## src/design/nnParams.svh

```systemverilog
`ifndef NN_PARAMS_SVH
`define NN_PARAMS_SVH

// network shape.
`define NN_INPUTS 15
`define NN_HIDDEN 4
`define NN_CLASSES 3

// datapath widths.
`define NN_ACT_W 8
`define NN_ACC_W 16

// hidden result to 8-bit activation.
`define NN_REQUANT_SHIFT 5

// Weight tables are packed concatenations, so the leftmost entry lands in the
// highest index. Hidden rows run neuron 3 down to neuron 0, and inside each row
// the inputs run 14 down to 0.
`define NN_HIDDEN_WEIGHTS { \
	8'h0C, 8'hF4, 8'h1A, 8'h07, 8'h22, 8'hFB, 8'h10, 8'h09, \
	8'h15, 8'h03, 8'hEE, 8'h0B, 8'h19, 8'h06, 8'h11, \
	8'h05, 8'h13, 8'hF9, 8'h1E, 8'h08, 8'h0D, 8'hE9, 8'h17, \
	8'h0A, 8'h24, 8'h02, 8'hFA, 8'h12, 8'h0E, 8'h1B, \
	8'h21, 8'h04, 8'h0F, 8'hF2, 8'h16, 8'h09, 8'h1C, 8'h03, \
	8'hF7, 8'h14, 8'h0C, 8'h1D, 8'h06, 8'hEB, 8'h18, \
	8'h0A, 8'h1F, 8'h07, 8'h12, 8'hF3, 8'h25, 8'h0B, 8'h16, \
	8'h04, 8'hF8, 8'h1A, 8'h0D, 8'h13, 8'h02, 8'h0E \
}

// neuron 3 down to neuron 0.
`define NN_HIDDEN_BIAS { \
	8'hF6, 8'h08, 8'h0C, 8'hF2 \
}

// Output rows run class 2 down to class 0, each row hidden 3 down to 0.
`define NN_OUTPUT_WEIGHTS { \
	8'h21, 8'hF0, 8'h18, 8'h0D, \
	8'hE8, 8'h2A, 8'h0B, 8'h14, \
	8'h15, 8'h0C, 8'hEA, 8'h27 \
}

// class 2 down to class 0; class 1 has the largest bias.
`define NN_OUTPUT_BIAS { \
	8'h04, 8'h10, 8'h0A \
}

`endif

```

## src/design/nnPkg.sv

```systemverilog
`include "nnParams.svh"

package nnPkg;

	// one activation or weight.
	typedef logic signed [`NN_ACT_W-1:0] actT;

	// wrapping accumulator, also the class score.
	typedef logic signed [`NN_ACC_W-1:0] accT;

	typedef logic [$clog2(`NN_CLASSES)-1:0] classIdxT;

	// input sample, element 0 is the first activation.
	typedef actT [`NN_INPUTS-1:0] sampleT;

	// requantized hidden layer outputs.
	typedef actT [`NN_HIDDEN-1:0] hiddenVecT;

	// raw output layer scores.
	typedef accT [`NN_CLASSES-1:0] scoreVecT;

	// constant tables, indexed [neuron][input].
	typedef actT [`NN_HIDDEN-1:0][`NN_INPUTS-1:0] hiddenWeightT;
	typedef actT [`NN_HIDDEN-1:0] hiddenBiasT;
	typedef actT [`NN_CLASSES-1:0][`NN_HIDDEN-1:0] outputWeightT;
	typedef actT [`NN_CLASSES-1:0] outputBiasT;

	// what the classifier reports per sample.
	typedef struct packed
	{
		classIdxT classIdx;
		accT bestScore;
	} classResultT;

endpackage

```

## src/design/macNeuron.sv

```systemverilog
`include "nnParams.svh"

module macNeuron
#(
	parameter int nInputs = `NN_INPUTS,
	parameter nnPkg::actT [nInputs-1:0] weights = '0,
	parameter nnPkg::actT bias = '0
)
(
	input logic clk,
	input logic reset,
	input nnPkg::actT [nInputs-1:0] act,
	output nnPkg::accT relu
);

	import nnPkg::*;

	actT [nInputs-1:0] actReg; // stage 1.
	accT sum;
	accT sumReg; // stage 2.

	// stage 1, capture the activations.
	always_ff @(posedge clk)
	begin
		if (reset)
		begin
			actReg <= '0;
		end
		else
		begin
			actReg <= act;
		end
	end

	// Every term is evaluated at accumulator width, so the operands are sign
	// extended before the multiply and the total simply wraps at 16 bits.
	always_comb
	begin
		sum = bias; // sign extended.
		for (int i = 0; i < nInputs; i++)
		begin
			sum = sum + actReg[i] * weights[i];
		end
	end

	// stage 2, hold the weighted sum.
	always_ff @(posedge clk)
	begin
		if (reset)
		begin
			sumReg <= '0;
		end
		else
		begin
			sumReg <= sum;
		end
	end

	// stage 3, relu on the true sign bit.
	always_ff @(posedge clk)
	begin
		if (reset)
		begin
			relu <= '0;
		end
		else if (sumReg[`NN_ACC_W-1])
		begin
			relu <= '0; // negative sum.
		end
		else
		begin
			relu <= sumReg;
		end
	end

endmodule

```

## src/design/neuronLayer.sv

```systemverilog
`include "nnParams.svh"

module neuronLayer
#(
	parameter int nInputs = `NN_INPUTS,
	parameter int nNeurons = `NN_HIDDEN,
	parameter nnPkg::actT [nNeurons-1:0][nInputs-1:0] weights = '0,
	parameter nnPkg::actT [nNeurons-1:0] bias = '0,
	parameter bit requant = 1'b0,
	localparam int outW = requant ? `NN_ACT_W : `NN_ACC_W
)
(
	input logic clk,
	input logic reset,
	input logic inValid,
	input nnPkg::actT [nInputs-1:0] act,
	output logic outValid,
	output logic [nNeurons-1:0][outW-1:0] outVec
);

	import nnPkg::*;

	// three neuron stages plus the output register.
	localparam int pipeDepth = 4;

	// largest positive activation.
	localparam int actMax = 2 ** (`NN_ACT_W - 1) - 1;

	logic [pipeDepth-1:0] validPipe;
	logic [nNeurons-1:0][outW-1:0] nextVec;

	// valid strobe follows the data through the neurons.
	always_ff @(posedge clk)
	begin
		if (reset)
		begin
			validPipe <= '0;
		end
		else
		begin
			validPipe <= {validPipe[pipeDepth-2:0], inValid};
		end
	end

	assign outValid = validPipe[pipeDepth-1];

	for (genvar n = 0; n < nNeurons; n++)
	begin : gNeuron
		accT relu;

		macNeuron
		#(
			.nInputs(nInputs),
			.weights(weights[n]),
			.bias(bias[n])
		)
		neuron
		(
			.clk(clk),
			.reset(reset),
			.act(act),
			.relu(relu)
		);

		if (requant)
		begin : gRequant
			accT shifted;

			// relu is never negative, so only the top needs a clamp.
			assign shifted = relu >>> `NN_REQUANT_SHIFT;
			assign nextVec[n] = (shifted > accT'(actMax)) ? outW'(actMax) : outW'(shifted);
		end
		else
		begin : gRaw
			assign nextVec[n] = relu; // score goes out at full width.
		end
	end

	// output register, the fourth stage.
	always_ff @(posedge clk)
	begin
		if (reset)
		begin
			outVec <= '0;
		end
		else
		begin
			outVec <= nextVec;
		end
	end

	validKnown: assert property (@(posedge clk) disable iff (reset) !$isunknown(outValid))
		else $error("outValid unknown after reset");

endmodule

```

## src/design/classSelect.sv

```systemverilog
`include "nnParams.svh"

module classSelect
(
	input logic clk,
	input logic reset,
	input logic scoreValid,
	input nnPkg::scoreVecT scores,
	output logic resultValid,
	output nnPkg::classResultT result
);

	import nnPkg::*;

	classIdxT bestIdx;
	accT bestScore;

	function automatic accT scoreAt(input scoreVecT s, input classIdxT idx);
		return s[idx];
	endfunction

	// Strict greater-than keeps the first maximum, so a tie goes to the
	// lowest class index.
	always_comb
	begin
		bestIdx = '0;
		bestScore = scores[0];
		for (int c = 1; c < `NN_CLASSES; c++)
		begin
			if (scores[c] > bestScore)
			begin
				bestIdx = classIdxT'(c);
				bestScore = scores[c];
			end
		end
	end

	always_ff @(posedge clk)
	begin
		if (reset)
		begin
			resultValid <= 1'b0;
			result <= '0;
		end
		else
		begin
			resultValid <= scoreValid;
			result.classIdx <= bestIdx;
			result.bestScore <= bestScore;
		end
	end

	idxInRange: assert property (@(posedge clk) disable iff (reset)
		resultValid |-> result.classIdx < `NN_CLASSES)
		else $error("class index out of range");

	// reported score is the one the index points at.
	scoreMatchesIdx: assert property (@(posedge clk) disable iff (reset)
		resultValid |-> result.bestScore == scoreAt($past(scores), result.classIdx))
		else $error("best score does not match class index");

endmodule

```

## src/design/nnClassifier.sv

```systemverilog
`include "nnParams.svh"

module nnClassifier
(
	input logic clk,
	input logic reset,
	input logic sampleValid,
	input nnPkg::sampleT sample,
	output logic resultValid,
	output nnPkg::classResultT result
);

	import nnPkg::*;

	localparam hiddenWeightT hiddenWeights = `NN_HIDDEN_WEIGHTS;
	localparam hiddenBiasT hiddenBias = `NN_HIDDEN_BIAS;
	localparam outputWeightT outputWeights = `NN_OUTPUT_WEIGHTS;
	localparam outputBiasT outputBias = `NN_OUTPUT_BIAS;

	logic hiddenValid;
	hiddenVecT hiddenVec;
	logic scoreValid;
	scoreVecT scores;

	// sample to 8-bit hidden activations, four cycles.
	neuronLayer
	#(
		.nInputs(`NN_INPUTS),
		.nNeurons(`NN_HIDDEN),
		.weights(hiddenWeights),
		.bias(hiddenBias),
		.requant(1'b1)
	)
	hiddenLayer
	(
		.clk(clk),
		.reset(reset),
		.inValid(sampleValid),
		.act(sample),
		.outValid(hiddenValid),
		.outVec(hiddenVec)
	);

	// hidden activations to raw class scores, four more.
	neuronLayer
	#(
		.nInputs(`NN_HIDDEN),
		.nNeurons(`NN_CLASSES),
		.weights(outputWeights),
		.bias(outputBias),
		.requant(1'b0)
	)
	outputLayer
	(
		.clk(clk),
		.reset(reset),
		.inValid(hiddenValid),
		.act(hiddenVec),
		.outValid(scoreValid),
		.outVec(scores)
	);

	// last cycle of the nine.
	classSelect classSelect
	(
		.clk(clk),
		.reset(reset),
		.scoreValid(scoreValid),
		.scores(scores),
		.resultValid(resultValid),
		.result(result)
	);

endmodule

```

## config.mk

```make
export PLATFORM = sky130hd
export DESIGN_NAME = nnClassifier
export DESIGN_NICKNAME = d
export VERILOG_FILES = /design/src/design/nnPkg.sv /design/src/design/macNeuron.sv /design/src/design/neuronLayer.sv /design/src/design/classSelect.sv /design/src/design/nnClassifier.sv
export VERILOG_INCLUDE_DIRS = /design/src /design/src/design
export SDC_FILE = /design/constraint.sdc
export NUM_CORES = 2
export LEC_CHECK = 0
export ABC_CLOCK_PERIOD_IN_PS = 18900
export BUFFER_PORTS_ARGS = -buffer_cell sky130_fd_sc_hd__buf_2
export CAP_MARGIN = 40
export CORE_MARGIN = 1
export CORE_UTILIZATION = 50
export DETAILED_ROUTE_END_ITERATION = 6
export PLACE_DENSITY_LB_ADDON = 0.2
export SYNTH_ARGS = -nofsm -noshare
export SYNTH_HDL_FRONTEND = slang
export SYNTH_SLANG_ARGS = --single-unit
export TNS_END_PERCENT = 5
```

## constraint.sdc

```tcl
create_clock -name clk -period 18.9 [get_ports clk]
set_clock_uncertainty 0.15 [all_clocks]
set_input_delay 2.835 -clock clk [delete_from_list [all_inputs] [get_ports clk]]
set_output_delay 2.835 -clock clk [all_outputs]
set_load 0.01 [all_outputs]
```

# Yosys cells after proc, flatten, opt, wreduce, memory -nomap -nowiden

Cells that the tools add are included.

Register bits after elaboration: 479
Bits of input ports: 123
Output and inout port bits: 19
Word-level logic and storage cells: 217

Add/subtract/negate cells: 74
$mul: 64
Magnitude comparators: 6
Mux-type cells: 8
Reductions and logical operators: 12

Operators with widths:

| cell                                                                  | number |
|---|---|
| 16-bit by 14-bit adder with 16-bit output                             | 20 |
| 8-bit by 5-bit multiplier with 13-bit output, second input constant   | 21 |
| 16-bit by 13-bit adder with 16-bit output                             | 16 |
| 8-bit by 6-bit multiplier with 14-bit output, second input constant   | 14 |
| 8-bit by 4-bit multiplier with 12-bit output, second input constant   | 13 |
| 8-bit by 3-bit multiplier with 11-bit output, second input constant   | 12 |
| 16-bit by 12-bit adder with 16-bit output                             | 8 |
| 16-bit by 15-bit adder with 16-bit output                             | 6 |
| 8-bit by 7-bit multiplier with 15-bit output, second input constant   | 4 |
| 16-bit by 11-bit adder with 16-bit output                             | 3 |
| 10-bit by 7-bit > comparator with 1-bit output, second input constant | 4 |
| 15-bit by 13-bit adder with 16-bit output                             | 2 |
| 15-bit by 14-bit adder with 16-bit output                             | 2 |
| 16-bit by 10-bit adder with 16-bit output                             | 2 |
| 16-bit > comparator                                                   | 2 |
| 16-bit 2-to-1 mux                                                     | 2 |
| 5-bit by 14-bit adder with 15-bit output, first input constant        | 2 |
| 7-bit 2-to-1 mux                                                      | 4 |
| 2-bit OR reduction                                                    | 12 |
| 15-bit by 12-bit adder with 16-bit output                             | 1 |
| 15-bit by 16-bit adder with 16-bit output                             | 1 |
| 16-bit adder                                                          | 1 |
| 16-bit by 9-bit adder with 16-bit output                              | 1 |
| 5-bit by 15-bit adder with 16-bit output, first input constant        | 1 |
| other kinds (10)                                                      | 10 |

# Longest topological paths before layout

Word-level depth: 16
Depth in mapped cells: 39
Mapped depth without buffers: 39

# By module

From an unflattened synthesis, not the netlist that was laid out.

Cell total of the unflattened synthesis: 8631
Area total of the unflattened synthesis: 88648.8 um^2

By module, submodules not included:

| module                                     | times used | cells each | area an instance (um^2) | sequential area each (um^2) |
|---|---|---|---|---|
| macNeuron at hiddenLayer.gNeuron[0].neuron | 1          | 1661       | 17312.9                 | 3022.9 |
| macNeuron at hiddenLayer.gNeuron[1].neuron | 1          | 1642       | 16908.7                 | 3022.9 |
| macNeuron at hiddenLayer.gNeuron[2].neuron | 1          | 1620       | 16826.1                 | 3022.9 |
| macNeuron at hiddenLayer.gNeuron[3].neuron | 1          | 1610       | 16818.6                 | 3022.9 |
| macNeuron at outputLayer.gNeuron[0].neuron | 1          | 588        | 5870.6                  | 1261.2 |
| macNeuron at outputLayer.gNeuron[1].neuron | 1          | 551        | 5306.3                  | 1261.2 |
| macNeuron at outputLayer.gNeuron[2].neuron | 1          | 523        | 5039.8                  | 1261.2 |
| classSelect                                | 1          | 181        | 1665.3                  | 380.4 |
| neuronLayer at hiddenLayer                 | 1          | 146        | 1508.9                  | 720.7 |
| neuronLayer at outputLayer                 | 1          | 109        | 1391.3                  | 1041.0 |

# Least setup slack after synthesis

No wires, ideal clock.

Kind: flip-flop to flip-flop
Start: register hiddenLayer.gNeuron[0].neuron.actReg[35] (netlist name)
End: register hiddenLayer.gNeuron[3].neuron.sumReg[15]
Library setup time: 0.128 ns
Arrival time: 8.866 ns
Data required time: 18.622 ns
Setup slack: 9.757 ns
Cell stages (with the launch flop): 34
Path buffers: 0
Clock period less this slack: 9.143 ns
Path through: dfxtp_1 -> inv_1 -> fa_1 -> inv_1 -> ha_1 -> inv_1 -> fa_1 -> inv_1 -> fa_1 -> inv_1 -> fa_1 -> fa_1 -> inv_1 -> fa_1 -> fa_1 -> fa_1 -> fa_1 -> inv_1 -> fa_1 -> inv_1 -> fa_1 -> inv_1 -> fa_1 -> inv_1 -> ha_1 -> and4_1 -> a221o_1 -> o211ai_1 -> nand3b_1 -> a21oi_1 -> o21bai_1 -> a21oi_1 -> xnor2_1 -> nor2_1

RTL lines:

| element                | RTL line        | text |
|---|---|---|
| end signal: assignment | macNeuron.sv:55 | `sumReg <= sum;` |
| end: declaration       | macNeuron.sv:20 | `accT sumReg;` |

==> impl.org <==
** Yosys
- Mean cell area of the mapped netlist :: 10.2 µm²
- In this run the biggest area consumer among cell types represents 38.4% of the synthesized area.
- In the synthesized netlist the async set-or-reset flop fraction comes to 0%.
- For this run, the number of Yosys warnings is 0.
- The synthesized design contains 431 register bits.
- For this run, the leading register cell type out of synthesis is dfxtp_1.
- Leading post-synthesis cells by cell area :: fa_1 (38%), ha_1 (22%), dfxtp_1 (12%)
- The biggest area contributor in the post-synthesis netlist is fa_1.
- In this run, synthesis inferred 0 flip-flops with an integrated enable.
- The netlist uses 57 different library cells.
- Syn Std Cell Area :: approximately 71,000 µm²
- Summing the sequential cell areas from Yosys gives 12.2% of the chip area.
- By count the netlist is led by inv_1 (2,184), fa_1 (1,360), ha_1 (1,239), dfxtp_1 (431), xnor2_1 (358).
- Yosys instantiated no cell more often than inv_1.
- In the synthesized netlist, the number of instances is between 6,000 and 7,000.

** STA
- The number of max-slew violations in the final report came to 0.
- Unrepaired setup endpoints after global routing :: no
- The number of hold violations in the final report is 0.
- Slew headroom :: around two fifths
- The worst path uses 56.5% of the clock period.
- Setup violations remaining at the end of the flow were counted as 0.
- After routing, the total negative slack on setup checks comes to 0 ps.
- Based on the critical path, the design can be clocked at up to 0.0936 GHz.
- Tightest Pin Transition :: between 900 and 1000 ps
- The worst path in the final design needs a cycle of 10,690 ps, including I/O delays and setup.

** CTS
- Number of clock buffers inserted by TritonCTS :: 52
- The H-tree was split into 2 levels.
- Clock tree synthesis found a total of 431 sinks.
- Maximum clock insertion buffer count :: 3
- Number of setup buffers added after CTS :: 0
- Clock transition at the registers of the reported paths :: roughly 70 ps
- TritonCTS built the clock tree.
- In this run, post-CTS repair resized a total of 0 instances.
- The clock reaches the later pin of the worst-skew pair after 670 ps.
- CTS Root Buffer Type :: clkbuf_16
- For this design, the CTS-stage hold fixing added 0 buffers.

** Die
- Die H :: roughly 380 µm
- about 140 I/O pins were placed.
- The floorplan step defined a die boundary enclosing 143,000 µm².
- Horiz. Die Dim :: around 380 µm
- In this run the standard cell core region covers 140,000 µm².
- The floorplan has 137 rows.
- Initial Util :: 50.6%

** Detailed routing
- Iteration-0 DRC count of the detailed router :: 3,203
- Number of remaining DRC errors :: 0
- The count of nets left with antenna violations once routing finished came out at 0.
- Total length of routed wires :: 253 mm
- Via Count :: 46,600
- Mean number of vias per cell :: 5.11
- Average wire length per cell after detail routing :: 27.8 µm
- Router iterations before antenna repair :: 5

** Worst setup path
- Data on the critical path is required at its endpoint by 19,260 ps.
- Along the worst path, the maximum fanout reaches 8.
- Sort of element at the end of the critical path :: register
- Launching point of the worst reg2reg path :: hiddenLayer.gNeuron[0].neuron.actReg[9]
- Crit path DAT :: 11,040 ps
- Kind of cell adding the most delay to the critical path :: adder cells
- CP bufs+invs :: 7
- Cell with the largest stage delay on the worst path :: dfxtp_1
- Most Frequent Cell on Critical Path :: fa_1
- The most critical setup path has its startpoint at hiddenLayer.gNeuron[0].neuron.actReg[9].
- Slowest stage delay, CP :: 650 ps
- Kind of start point of the critical path :: register
- The worst setup path is of the reg2reg kind.

** Cells and area
- Of the cells placed in the final design, the portion with a size suffix greater than 1 is under 10%.
- Layout-stage area growth over the synthesis result :: 7.66%
- After filler insertion, the fill cell instance count of the layout stands at 12,900.
- The final layout contains ~9,900 nets.

** Status
- The flow ran to the end, and the final reports show no timing, DRC or antenna violations.

** Run
- Across the run, the number of max-cap violations was 0.

** Placed design
- At the end of routability-driven placement, the weighted congestion stood at approximately 1.0.
- Summed over all nets, the half-perimeter wirelength after detailed placement is ~220 mm.
- Buffers placed on the I/O ports in this run total 140.

** Global route
- Total global-route track usage :: 36.7%
- Largest net degree at the start of global routing :: ~160
- The first global-routing pass estimated 363 mm of wire.
- The total overflow left after global routing is 0.
- The number of global-route vias before repair is 50,900.
- The initial antenna violation count was 9.

** Hold path
- Hold WC Path Type :: reg2reg
- The startpoint identified for the worst hold timing path is outputLayer.gNeuron[0].neuron.sumReg[1].
-- cell families after synthesis --
| group | count (synthesis) | synth area share [%] |
|---|---|---|
| mux | 29 | 0.441 |
| xor+xnor | 448 | 5.57 |
| fa+ha+maj | 2599 | 60.2 |
| simple gates | 726 | 5.48 |
| compound gates | 475 | 4.23 |
| flops | 431 | 12.2 |
| other cells | 1 | 0.00529 |
| buf+inv | 2248 | 11.9 |
-- layout make-up --
| class | count | area, µm² | area share, % |
|---|---|---|---|
| multi-input combinational | 4282 | 53900 | 70.6 |
| sequential | 431 | 8630 | 11.3 |
| inverter | 2186 | 8210 | 10.7 |
| tap | 1876 | 2350 | 3.07 |
| timing repair buffer | 243 | 1570 | 2.05 |
| clock buffer | 72 | 1480 | 1.93 |
| clock inverter | 21 | 255 | 0.334 |
| antenna | 3 | 7.51 | 0.00983 |
-- worst register-to-register path, delay by kind of cell, from the launching register on --
kind | cells | cell delay, ps
AOI/OAI and AO/OA | 6 | 1820
DFF | 1 | 650
xor gates and xnor gates | 2 | 520
buffers and inverters | 7 | 430
adders and majority gates | 14 | 6240
and+or+nand+nor | 4 | 730
-- routing by layer --
metal / global-route usage, % / wire length, µm / vias up
li1: - / - / 21000
met1: 47.4 / 104000 / 23700
met2: 60.3 / 118000 / 1424
met3: 5.35 / 15300 / 405
met4: 17.5 / 15000 / 4
met5: 0 / 27 / -
-- sequential cells by signal (all words and copies together) (netlist names) --
signal	flops
outputLayer.gNeuron.neuron.relu	45
hiddenLayer.validPipe	4
outputLayer.gNeuron.neuron.actReg	32
hiddenLayer.gNeuron.neuron.relu	40
hiddenLayer.gNeuron.neuron.actReg	120
outputLayer.validPipe	4
outputLayer.outVec	45
classSelect.resultValid	1
hiddenLayer.outVec	32
outputLayer.gNeuron.neuron.sumReg	47
classSelect.result	17
hiddenLayer.gNeuron.neuron.sumReg	44
-- through the flow --
stage               util [%]  cell area [µm²]  cells  hold WS (ps)  worst slack (ps)
finish                  54.5            76400   9114           269              8210
floorplan                  -            71000   6961           256              9760
global placement        53.1            74500   9002           257              8150
detailed placement      53.2            74600   9017           260              8290
global route            54.5            76400   9111           282              7850
CTS                     54.5            76400   9110           270              8260
-- worst paths after layout --
kind	end	slack [ps]	cells past startpoint
worst max-delay path	hiddenLayer.gNeuron[2].neuron.sumReg[15]	8210	33
worst min-delay path	outputLayer.gNeuron[0].neuron.relu[1]	270	1
worst max register to register	hiddenLayer.gNeuron[2].neuron.sumReg[15]	8210	33
worst min register to register	outputLayer.gNeuron[0].neuron.relu[1]	270	1
-- cell usage in the layout, fill, tap and decap left out, drive strengths merged, types with 5 or more instances in the layout --
cell / synthesis / layout
buf: 4 / 242
a21o: 89 / 89
ha: 1239 / 1239
inv: 2185 / 2188
o21bai: 68 / 68
dfxtp: 431 / 431
or3: 11 / 11
mux2i: 11 / 11
nand2: 48 / 48
a31oi: 15 / 15
a21oi: 174 / 174
nand4: 8 / 8
nor2b: 267 / 267
mux2: 18 / 18
clkinv: 1 / 12
and2: 90 / 90
nand2b: 13 / 13
conb: 1 / 5
clkbuf: 58 / 73
a21boi: 5 / 5
fa: 1360 / 1360
and3: 9 / 9
xnor2: 358 / 358
o21ai: 66 / 66
xor2: 88 / 88
o21a: 31 / 31
or2: 12 / 12
nand3: 15 / 15
nor3: 30 / 30
o211ai: 7 / 7
nor2: 206 / 206
Power is left out: the tool's default activity adds up to more than one toggle a clock period on the data nets, which glitch-free logic cannot reach.
